### src/core_pkg.sv
/* Shared types, opcodes, ALU and forwarding codes, reset values
   and FSM state enums for the pipelined core */
package core_pkg;

	typedef logic [31:0] word_t;     // Data, address or instruction word
	typedef logic [4:0]  reg_addr_t; // Register index
	typedef logic [2:0]  alu_op_t;   // ALU operation code
	typedef logic [1:0]  fwd_sel_t;  // Operand source select

	// ALU operations
	localparam alu_op_t ALU_ADD    = 3'd0;
	localparam alu_op_t ALU_SUB    = 3'd1;
	localparam alu_op_t ALU_AND    = 3'd2;
	localparam alu_op_t ALU_OR     = 3'd3;
	localparam alu_op_t ALU_XOR    = 3'd4;
	localparam alu_op_t ALU_SLT    = 3'd5;
	localparam alu_op_t ALU_PASS_B = 3'd6; // LUI immediate passes through

	localparam fwd_sel_t FWD_NONE = 2'd0; // Value from register file
	localparam fwd_sel_t FWD_MEM  = 2'd1;
	localparam fwd_sel_t FWD_WB   = 2'd2;

	// RV32I major opcodes
	localparam logic [6:0] OP_REG   = 7'b0110011;
	localparam logic [6:0] OP_IMM   = 7'b0010011;
	localparam logic [6:0] OP_LUI   = 7'b0110111;
	localparam logic [6:0] OP_LOAD  = 7'b0000011;
	localparam logic [6:0] OP_STORE = 7'b0100011;

	localparam word_t NOP_INSTR = 32'h0000_0013; // ADDI x0,x0,0
	localparam word_t RESET_PC  = 32'h0000_0000;

	typedef enum logic       {F_IDLE, F_WAIT} fetch_state_e;
	typedef enum logic [1:0] {A_IDLE, A_BUSY_I, A_BUSY_D} arb_state_e;

endpackage

### src/mem_bus_if.sv
/* Memory request and response bundle for one requester */
`timescale 1ns/1ps

interface mem_bus_if import core_pkg::*; ();

	logic  req_valid; // Request held until accepted
	logic  req_ready;
	word_t addr;
	logic  we;        // High for a write
	word_t wdata;
	logic  rsp_valid; // One pulse per accepted request, writes too
	word_t rdata;

	modport requester (
		output req_valid, addr, we, wdata,
		input  req_ready, rsp_valid, rdata
	);

	modport arbiter (
		input  req_valid, addr, we, wdata,
		output req_ready, rsp_valid, rdata
	);

endinterface

### src/fetch_unit.sv
/* Instruction fetch: PC, instruction bus requests and a one-entry buffer */
`timescale 1ns/1ps

module fetch_unit import core_pkg::*; (
	input  logic                clk,
	input  logic                nrst,
	input  logic                take,        // Decode consumes the buffer
	mem_bus_if.requester        ibus,
	output logic                fetch_valid,
	output word_t               fetch_instr
);

	fetch_state_e state;
	word_t        pc;
	logic         buf_valid;
	word_t        buf_instr; // Payload only

	// Buffer stays empty once freed, so the request holds until accepted
	assign ibus.req_valid = nrst && (state == F_IDLE) && (!buf_valid || take); // Quiet in reset
	assign ibus.addr      = pc;
	assign ibus.we        = 1'b0; // Fetch never writes
	assign ibus.wdata     = '0;

	assign fetch_valid = buf_valid;
	assign fetch_instr = buf_instr;

	always_ff @(posedge clk) begin
		if (!nrst) begin
			state     <= F_IDLE;
			pc        <= RESET_PC;
			buf_valid <= 1'b0;
		end else begin
			case (state)
				F_IDLE: if (ibus.req_valid && ibus.req_ready) begin
					state <= F_WAIT;
					pc    <= pc + 32'd4; // Next sequential word
				end
				F_WAIT: if (ibus.rsp_valid) state <= F_IDLE;
				default: state <= F_IDLE;
			endcase
			if (ibus.rsp_valid) buf_valid <= 1'b1; // Buffer is empty here
			else if (take)      buf_valid <= 1'b0;
		end
	end

	always_ff @(posedge clk) begin
		if (ibus.rsp_valid) buf_instr <= ibus.rdata;
	end

endmodule

### src/decoder.sv
/* Instruction decoder: fields, immediates and stage controls */
`timescale 1ns/1ps

module decoder import core_pkg::*; (
	input  word_t     instr,
	output reg_addr_t rs1,
	output reg_addr_t rs2,
	output reg_addr_t rd,
	output word_t     imm,
	output alu_op_t   alu_op,
	output logic      use_imm,  // Operand B from immediate
	output logic      rf_we,
	output logic      is_load,
	output logic      is_store
);

	logic [6:0] opcode;
	logic [2:0] funct3;
	logic [6:0] funct7;
	logic       valid;          // Supported encoding
	logic       use_rs1, use_rs2, use_rd;
	logic       ld, st;

	assign opcode = instr[6:0];
	assign funct3 = instr[14:12];
	assign funct7 = instr[31:25];

	always_comb begin
		valid   = 1'b0;
		use_rs1 = 1'b0;
		use_rs2 = 1'b0;
		use_rd  = 1'b0;
		ld      = 1'b0;
		st      = 1'b0;
		use_imm = 1'b0;
		alu_op  = ALU_ADD;
		imm     = '0;
		case (opcode)
			OP_REG: begin
				{valid, use_rs1, use_rs2, use_rd} = 4'b1111;
				case ({funct7, funct3})
					{7'h00, 3'b000}: alu_op = ALU_ADD;
					{7'h20, 3'b000}: alu_op = ALU_SUB;
					{7'h00, 3'b111}: alu_op = ALU_AND;
					{7'h00, 3'b110}: alu_op = ALU_OR;
					{7'h00, 3'b100}: alu_op = ALU_XOR;
					{7'h00, 3'b010}: alu_op = ALU_SLT;
					default:         valid  = 1'b0;
				endcase
			end
			OP_IMM: begin
				{valid, use_rs1, use_rd, use_imm} = 4'b1111;
				imm = {{20{instr[31]}}, instr[31:20]}; // I-type
				case (funct3)
					3'b000:  alu_op = ALU_ADD;
					3'b111:  alu_op = ALU_AND;
					3'b110:  alu_op = ALU_OR;
					3'b100:  alu_op = ALU_XOR;
					default: valid  = 1'b0; // SLTI and shifts are NOPs
				endcase
			end
			OP_LUI: begin
				{valid, use_rd, use_imm} = 3'b111;
				imm    = {instr[31:12], 12'h000}; // U-type
				alu_op = ALU_PASS_B;
			end
			OP_LOAD: begin
				{use_rs1, use_rd, use_imm, ld} = 4'b1111;
				valid = (funct3 == 3'b010); // LW only
				imm   = {{20{instr[31]}}, instr[31:20]};
			end
			OP_STORE: begin
				{use_rs1, use_rs2, use_imm, st} = 4'b1111;
				valid = (funct3 == 3'b010); // SW only
				imm   = {{20{instr[31]}}, instr[31:25], instr[11:7]}; // S-type
			end
			default: valid = 1'b0;
		endcase
	end

	// Unused indices forced to x0 so forwarding never hits them
	assign rs1      = (valid && use_rs1) ? instr[19:15] : '0;
	assign rs2      = (valid && use_rs2) ? instr[24:20] : '0;
	assign rd       = (valid && use_rd)  ? instr[11:7]  : '0;
	assign rf_we    = valid && use_rd && (instr[11:7] != '0);
	assign is_load  = valid && ld;
	assign is_store = valid && st;

endmodule

### src/reg_file.sv
/* 32 x 32-bit register file, two read ports with write-through */
`timescale 1ns/1ps

module reg_file import core_pkg::*; (
	input  logic      clk,
	input  logic      nrst,
	input  reg_addr_t rd_addr1,
	input  reg_addr_t rd_addr2,
	input  reg_addr_t wr_addr,
	input  logic      wr_en,
	input  word_t     wr_data,
	output word_t     rd_data1,
	output word_t     rd_data2
);

	word_t regs [32];

	always_ff @(posedge clk) begin
		if (!nrst) begin
			for (int i = 0; i < 32; i++) regs[i] <= '0;
		end else if (wr_en && wr_addr != '0) begin
			regs[wr_addr] <= wr_data; // x0 never written
		end
	end

	// x0 reads zero, a same-cycle write is bypassed
	assign rd_data1 = (rd_addr1 == '0) ? '0 :
		(wr_en && wr_addr == rd_addr1) ? wr_data : regs[rd_addr1];
	assign rd_data2 = (rd_addr2 == '0) ? '0 :
		(wr_en && wr_addr == rd_addr2) ? wr_data : regs[rd_addr2];

endmodule

### src/forward_unit.sv
/* Operand forwarding selects and load-use hazard detection */
`timescale 1ns/1ps

module forward_unit import core_pkg::*; (
	input  reg_addr_t ex_rs1, ex_rs2,
	input  reg_addr_t mem_rd, wb_rd,
	input  reg_addr_t dec_rs1, dec_rs2,
	input  reg_addr_t ex_rd,
	input  logic      mem_we, wb_we,
	input  logic      ex_is_load,
	output fwd_sel_t  fwd_a, fwd_b,
	output logic      load_stall
);

	// Youngest producer wins, x0 never forwarded
	function automatic fwd_sel_t pick(reg_addr_t rs, reg_addr_t mrd, logic mwe,
			reg_addr_t wrd, logic wwe);
		if (rs == '0)               return FWD_NONE;
		if (mwe && mrd == rs)       return FWD_MEM;
		if (wwe && wrd == rs)       return FWD_WB;
		return FWD_NONE;
	endfunction

	assign fwd_a = pick(ex_rs1, mem_rd, mem_we, wb_rd, wb_we);
	assign fwd_b = pick(ex_rs2, mem_rd, mem_we, wb_rd, wb_we);

	assign load_stall = ex_is_load && (ex_rd != '0) &&
		((ex_rd == dec_rs1) || (ex_rd == dec_rs2)); // Load result not ready yet

endmodule

### src/alu.sv
/* Combinational ALU for the supported integer subset */
`timescale 1ns/1ps

module alu import core_pkg::*; (
	input  word_t   a,
	input  word_t   b,
	input  alu_op_t op,
	output word_t   result
);

	always_comb begin
		case (op)
			ALU_ADD:    result = a + b;
			ALU_SUB:    result = a - b;
			ALU_AND:    result = a & b;
			ALU_OR:     result = a | b;
			ALU_XOR:    result = a ^ b;
			ALU_SLT:    result = {31'b0, $signed(a) < $signed(b)}; // Signed compare
			ALU_PASS_B: result = b;  // LUI
			default:    result = '0;
		endcase
	end

endmodule

### src/mem_arbiter.sv
/* Two-requester arbiter onto the external memory port, data first,
   one transaction in flight */
`timescale 1ns/1ps

module mem_arbiter import core_pkg::*; (
	input  logic       clk,
	input  logic       nrst,
	mem_bus_if.arbiter ibus,
	mem_bus_if.arbiter dbus,
	output logic       mem_valid,
	output logic       mem_we,
	input  logic       mem_ready,
	input  logic       mem_rvalid,
	output word_t      mem_addr,
	output word_t      mem_wdata,
	input  word_t      mem_rdata
);

	arb_state_e state;
	logic       lock_i;  // Waiting ibus request keeps the port
	logic       gnt_d;

	assign gnt_d     = dbus.req_valid && !lock_i;
	assign mem_valid = (state == A_IDLE) && (dbus.req_valid || ibus.req_valid);
	assign mem_addr  = gnt_d ? dbus.addr  : ibus.addr;
	assign mem_we    = gnt_d ? dbus.we    : ibus.we;
	assign mem_wdata = gnt_d ? dbus.wdata : ibus.wdata;

	assign dbus.req_ready = (state == A_IDLE) && gnt_d && mem_ready;
	assign ibus.req_ready = (state == A_IDLE) && !gnt_d && mem_ready;

	// Response goes back to the owner only
	assign dbus.rsp_valid = mem_rvalid && (state == A_BUSY_D);
	assign ibus.rsp_valid = mem_rvalid && (state == A_BUSY_I);
	assign dbus.rdata     = mem_rdata;
	assign ibus.rdata     = mem_rdata;

	always_ff @(posedge clk) begin
		if (!nrst) begin
			state  <= A_IDLE;
			lock_i <= 1'b0;
		end else begin
			lock_i <= mem_valid && !mem_ready && !gnt_d;
			case (state)
				A_IDLE:   if (mem_valid && mem_ready) state <= gnt_d ? A_BUSY_D : A_BUSY_I;
				A_BUSY_I,
				A_BUSY_D: if (mem_rvalid) state <= A_IDLE;
				default:  state <= A_IDLE;
			endcase
		end
	end

endmodule

### src/riscv_core.sv
/* Five-stage RV32I subset core: stage registers, operand muxes,
   pipeline enables and the shared memory port */
`timescale 1ns/1ps

module riscv_core import core_pkg::*; (
	input  logic  clk,
	input  logic  nrst,        // Synchronous, active low
	output logic  mem_valid,
	input  logic  mem_ready,
	output word_t mem_addr,
	output logic  mem_we,
	output word_t mem_wdata,
	input  logic  mem_rvalid,
	input  word_t mem_rdata
);

	mem_bus_if ibus ();
	mem_bus_if dbus ();

	logic      pipe_en, take, load_stall;
	logic      fetch_valid;
	word_t     fetch_instr, dec_instr;
	reg_addr_t d_rs1, d_rs2, d_rd;
	word_t     d_imm, rf_rd1, rf_rd2;
	alu_op_t   d_alu_op, ex_alu_op;
	logic      d_use_imm, d_rf_we, d_is_load, d_is_store;
	reg_addr_t ex_rs1, ex_rs2, ex_rd, mem_rd, wb_rd;
	word_t     ex_op1, ex_op2, ex_imm;
	logic      ex_use_imm, ex_rf_we, ex_is_load, ex_is_store;
	fwd_sel_t  fwd_a, fwd_b;
	word_t     opa, opb, alu_res;
	word_t     mem_alu, mem_sdata, wb_data;
	logic      mem_rf_we, mem_is_load, mem_is_store, wb_rf_we;
	logic      mem_access, d_sent;

	fetch_unit u_fetch (.clk(clk), .nrst(nrst), .take(take), .ibus(ibus),
		.fetch_valid(fetch_valid), .fetch_instr(fetch_instr));

	////////////////////
	// Decode
	////////////////////
	always_ff @(posedge clk) begin
		if (!nrst)     dec_instr <= NOP_INSTR;
		else if (take) dec_instr <= fetch_valid ? fetch_instr : NOP_INSTR; // Gap becomes NOP
	end

	decoder u_dec (.instr(dec_instr), .rs1(d_rs1), .rs2(d_rs2), .rd(d_rd), .imm(d_imm),
		.alu_op(d_alu_op), .use_imm(d_use_imm), .rf_we(d_rf_we),
		.is_load(d_is_load), .is_store(d_is_store));

	reg_file u_rf (.clk(clk), .nrst(nrst), .rd_addr1(d_rs1), .rd_addr2(d_rs2),
		.wr_addr(wb_rd), .wr_en(wb_rf_we), .wr_data(wb_data),
		.rd_data1(rf_rd1), .rd_data2(rf_rd2));

	always_ff @(posedge clk) begin
		if (!nrst) begin
			{ex_rf_we, ex_is_load, ex_is_store} <= '0;
			{ex_rd, ex_rs1, ex_rs2} <= '0;
		end else if (pipe_en) begin
			if (load_stall) begin // Bubble into execute
				{ex_rf_we, ex_is_load, ex_is_store} <= '0;
				{ex_rd, ex_rs1, ex_rs2} <= '0;
			end else begin
				{ex_rf_we, ex_is_load, ex_is_store} <= {d_rf_we, d_is_load, d_is_store};
				{ex_rd, ex_rs1, ex_rs2} <= {d_rd, d_rs1, d_rs2};
			end
		end
	end

	always_ff @(posedge clk) begin
		if (pipe_en) begin
			ex_op1     <= rf_rd1;
			ex_op2     <= rf_rd2;
			ex_imm     <= d_imm;
			ex_alu_op  <= d_alu_op;
			ex_use_imm <= d_use_imm;
		end
	end

	////////////////////
	// Execute
	////////////////////
	forward_unit u_fwd (.ex_rs1(ex_rs1), .ex_rs2(ex_rs2), .mem_rd(mem_rd), .wb_rd(wb_rd),
		.dec_rs1(d_rs1), .dec_rs2(d_rs2), .ex_rd(ex_rd), .mem_we(mem_rf_we),
		.wb_we(wb_rf_we), .ex_is_load(ex_is_load), .fwd_a(fwd_a), .fwd_b(fwd_b),
		.load_stall(load_stall));

	function automatic word_t fwd_val(fwd_sel_t sel, word_t rf, word_t m, word_t w);
		case (sel)
			FWD_MEM: return m;
			FWD_WB:  return w;
			default: return rf;
		endcase
	endfunction

	assign opa = fwd_val(fwd_a, ex_op1, mem_alu, wb_data);
	assign opb = fwd_val(fwd_b, ex_op2, mem_alu, wb_data); // Also the store data

	alu u_alu (.a(opa), .b(ex_use_imm ? ex_imm : opb), .op(ex_alu_op), .result(alu_res));

	always_ff @(posedge clk) begin
		if (!nrst) begin
			{mem_rf_we, mem_is_load, mem_is_store} <= '0;
			mem_rd <= '0;
		end else if (pipe_en) begin
			{mem_rf_we, mem_is_load, mem_is_store} <= {ex_rf_we, ex_is_load, ex_is_store};
			mem_rd <= ex_rd;
		end
	end

	always_ff @(posedge clk) begin
		if (pipe_en) begin
			mem_alu   <= alu_res; // Address for loads and stores
			mem_sdata <= opb;
		end
	end

	////////////////////
	// Memory and writeback
	////////////////////
	assign mem_access     = mem_is_load || mem_is_store;
	assign dbus.req_valid = mem_access && !d_sent;
	assign dbus.addr      = mem_alu;
	assign dbus.we        = mem_is_store;
	assign dbus.wdata     = mem_sdata;

	assign pipe_en = !mem_access || dbus.rsp_valid; // Response cycle advances all
	assign take    = pipe_en && !load_stall;

	always_ff @(posedge clk) begin
		if (!nrst)                                  d_sent <= 1'b0;
		else if (dbus.rsp_valid)                    d_sent <= 1'b0;
		else if (dbus.req_valid && dbus.req_ready) d_sent <= 1'b1;
	end

	always_ff @(posedge clk) begin
		if (!nrst) begin
			wb_rf_we <= 1'b0;
			wb_rd    <= '0;
		end else if (pipe_en) begin
			wb_rf_we <= mem_rf_we;
			wb_rd    <= mem_rd;
		end
	end

	always_ff @(posedge clk) begin
		if (pipe_en) wb_data <= mem_is_load ? dbus.rdata : mem_alu;
	end

	mem_arbiter u_arb (.clk(clk), .nrst(nrst), .ibus(ibus), .dbus(dbus),
		.mem_valid(mem_valid), .mem_we(mem_we), .mem_ready(mem_ready),
		.mem_rvalid(mem_rvalid), .mem_addr(mem_addr), .mem_wdata(mem_wdata),
		.mem_rdata(mem_rdata));

endmodule

### config.mk
export PLATFORM = sky130hd
export DESIGN_NAME = riscv_core
export DESIGN_NICKNAME = d
export VERILOG_FILES = /design/src/core_pkg.sv /design/src/mem_bus_if.sv /design/src/fetch_unit.sv /design/src/decoder.sv /design/src/reg_file.sv /design/src/forward_unit.sv /design/src/alu.sv /design/src/mem_arbiter.sv /design/src/riscv_core.sv
export SDC_FILE = /design/constraint.sdc
export NUM_CORES = 2
export LEC_CHECK = 0
export BUFFER_PORTS_ARGS = -buffer_cell sky130_fd_sc_hd__clkbuf_2
export CORE_MARGIN = 2
export CORE_UTILIZATION = 50
export DETAILED_ROUTE_END_ITERATION = 12
export PLACE_DENSITY = 0.64
export SETUP_SLACK_MARGIN = 0.3
export SLEW_MARGIN = 20
export SYNTH_ARGS = -nofsm -noshare
export SYNTH_HDL_FRONTEND = slang
export SYNTH_HIERARCHICAL = 1
export SYNTH_SLANG_ARGS = --single-unit
### constraint.sdc
create_clock -name clk -period 15.28 [get_ports clk]
set_input_delay 1.528 -clock clk [delete_from_list [all_inputs] [get_ports clk]]
set_output_delay 1.528 -clock clk [all_outputs]
set_load 0.005 [all_outputs]
==> metrics <==
Critical Path Sink Type output pin; DP Wirelength 167000 um; vias in the first global route 51100; CP peak stage delay 0.66 ns; Final period util 44.0%; chip height 396 um; ANT nets after route 0; # Max-Cap Violations 0; # resized after CTS 0; min cycle time layout 6.73 ns; Slew @ Worst Pin 1.26 ns; number of synthesized flops with an enable pin 1252; initial core utilization 50.4%; RSZ-0062 raised after global routing false; Crit Path Max Fanout 39; Post-Syn Instances 6034; share of cells above drive strength 1 18.5%; clk root buf clkbuf_16; type of the worst setup path reg2out; overall routed net length 266000 um; gpl congestion 0.976; Crit path arrival time 5.20 ns; area growth from synthesis to layout 8.82%; Post-CTS Hold Buffers 0; final hold slack 0.479 ns; Worst Clk Skew 0.0340 ns; P_leak 28.9 nW; DRC viols 0; placed cell count 7739; first-pass GRT wire length 378000 um; CP top delay family simple AND/OR/NAND/NOR gates; Syn. warnings 6; syn_area_per_cell 12.7 sq um; synthesized cell area 76700 sq um; Die Width 396 um; VDD IR max 0.000113 V; post-DR vias/cell 6.68; Netlist cell types 108; #FFs+latches synth 1352; DR vias 53500; Num CTS Buffers 149; CP bufs+invs 2; global route overflow 0; clock slew at reported path FFs 0.06 ns; final hold violation count 0; P per Cell Area 99.8 nW/um^2; Total Die Area 157000 sq um; largest net degree at the start of global routing 109; total power draw 8.33 mW; initial antenna violation count 18; Core Area 152000 sq um; most common cell after layout, fill and taps aside edfxtp_1; cells along the critical path nor4b_1, o21bai_1, a21oi_2, nor3_2, buf_4, xor2_1, nor3_1, nand3_1, a21oi_1, nor2_8, nor2b_1, nor2_1, o21a_1, clkbuf_2; setup TNS 0 ns; clock sink total 1352; DRT Pass-1 Iters 6; number of I/O port buffers 101; I/O pin total 102; largest family of logic cells by synthesized area multiplexers; Adder-Cell Fraction of Synth Area 1.91%; GRT Total Usage 33.5%; setup bufs post-CTS 0; startpoint class of the critical path flop; outcome finished, final reports clean; Cell Count, Final, Fillers Out 8016; post-synthesis xor/xnor area fraction 0.708%; most frequent cells in the layout 1252 x edfxtp_1, 1006 x and2_1, 403 x mux2i_1; Synth async-reset ratio 0%; Worst-Skew Late Latency 0.82 ns; CTS tree done; Worst slew margin 15.1%; slowest CP cell buf_4; Synth Area in Compound Gates 9.45%; ys flop type edfxtp_1; final setup vio count 0; Fmax 149 MHz; Worst EP required 13.75 ns; HP Class reg2reg; simple-gate area share of the yosys netlist 13.0%; Max Slew Vio Count 0; initial drt markers 7913; final net count 6018; wire per inst 33.2 um; register area share after synthesis 51.6%; Clock Tree Buf Depth 3; # rows 143; post-synthesis mux area share 18.3%; H-tree Lvls 4
[state kept, by name (all words and copies together), names as in the netlist, 2 cells and up]
| register | flops |
|---|---|
| ex_alu_op | 3 |
| wb_data | 32 |
| u_rf/regs | 1024 |
| ex_rs2 | 5 |
| ex_op1 | 32 |
| u_arb/state | 2 |
| dbus.wdata | 32 |
| ex_op2 | 32 |
| mem_rd | 5 |
| u_fetch/ibus.addr | 30 |
| dbus.addr | 32 |
| u_fetch/fetch_instr | 32 |
| ex_rs1 | 5 |
| ex_rd | 5 |
| dec_instr | 32 |
| wb_rd | 5 |
| ex_imm | 32 |
[logic make-up (layout without fill, tap and decap cells)]
group           after synthesis  after routing
simple gates               1777           1777
flops                      1352           1352
compound gates             1041           1041
mux                         914            914
buf+inv                     770            651
fa+ha+maj                   116            116
xor+xnor                     62             62
other cells                   2             73
[routing by layer]
| metal | global-route usage (%) | share of wire (%) |
|---|---|---|
| met1 | 44.8 | 38 |
| met4 | 14.7 | 4.8 |
| met3 | 7.47 | 11 |
| met2 | 52.7 | 46 |
| met5 | 0 | 0.030 |
[synthesized netlist by cell type (20+ instances only)]
cell type / number / area (sq um)
a21o_1: 27 / 203
nor2_1: 179 / 672
o221ai_1: 53 / 464
nand2b_1: 24 / 150
buf_6: 35 / 394
o31ai_1: 20 / 150
a21oi_1: 170 / 851
buf_2: 111 / 556
mux2i_1: 403 / 4030
nor3_1: 41 / 205
a31oi_1: 24 / 150
xnor2_1: 44 / 385
mux2_2: 127 / 1430
o21ai_1: 52 / 260
dfxtp_1: 100 / 2000
a211oi_1: 40 / 300
mux4_2: 376 / 8470
and2_1: 1008 / 6310
nand2_1: 286 / 1070
a22oi_1: 181 / 1360
buf_4: 118 / 886
o21ai_0: 161 / 806
a21boi_1: 37 / 278
ha_1: 114 / 1430
inv_1: 109 / 409
nand3_1: 85 / 425
buf_1: 31 / 116
a221oi_1: 29 / 254
a32o_1: 32 / 320
o22ai_1: 48 / 300
clkbuf_1: 355 / 1330
edfxtp_1: 1252 / 37600
[per-stage QoR]
stage          instance area (sq um)  setup WS [ns]  utilization [%]
6_report                       83500           8.55             54.9
2_1_floorplan                  76900          10.34                -
5_1_grt                        83400           8.12             54.9
3_5_place_dp                   78500           9.08             51.6
3_3_place_gp                   78500           9.19             51.6
4_1_cts                        83300           8.35             54.8
[layout make-up]
cell class                      instances  area [sq um]
Clock inverter                         77           860
Multi-Input combinational cell       3977         34100
Tap cell                             2030          2540
Fill cell                           12500         68600
Inverter                              112           428
Clock buffer                          188          3950
Timing Repair Buffer                  274          1930
Sequential cell                      1352         39600
Antenna cell                            6          15.0
[power by group]
group	internal (mW)	switching, mW	leakage, nW
Clock	2.08	1.55	2.33
Combinational	0.169	0.311	12.5
Sequential	4.14	0.0765	14.0
Total	6.39	1.94	28.9
[worst reg2reg max path, cell delays in order, from the launching register on]
cell       delay [ns]
dfxtp_1          0.36
xor2_1           0.18
nor4_1           0.30
nand3_1          0.15
nor2_1           0.32
inv_1            0.09
ha_2             0.31
buf_4            0.54
o21ai_0          0.25
mux2_2           0.35
ha_1             0.24
fa_1             0.47
a211oi_1         0.25
nor2_1           0.13
a2111oi_1        0.88
o31a_1           0.37
o31ai_1          0.19
a311oi_1         0.31
a31oi_1          0.08
xnor2_1          0.19
o21ai_1          0.07
[path summary, 6_finish.rpt]
check	start	slack (ns)	end	cells after the start
setup / recovery	dec_instr[13]	8.55	mem_valid	14
hold / removal	ex_is_store	0.48	ex_is_store	2
setup reg to reg	mem_rd[1]	9.00	dbus.addr[24]	20
hold reg to reg	ex_is_store	0.48	ex_is_store	2
(Power assumes the default switching activity.)
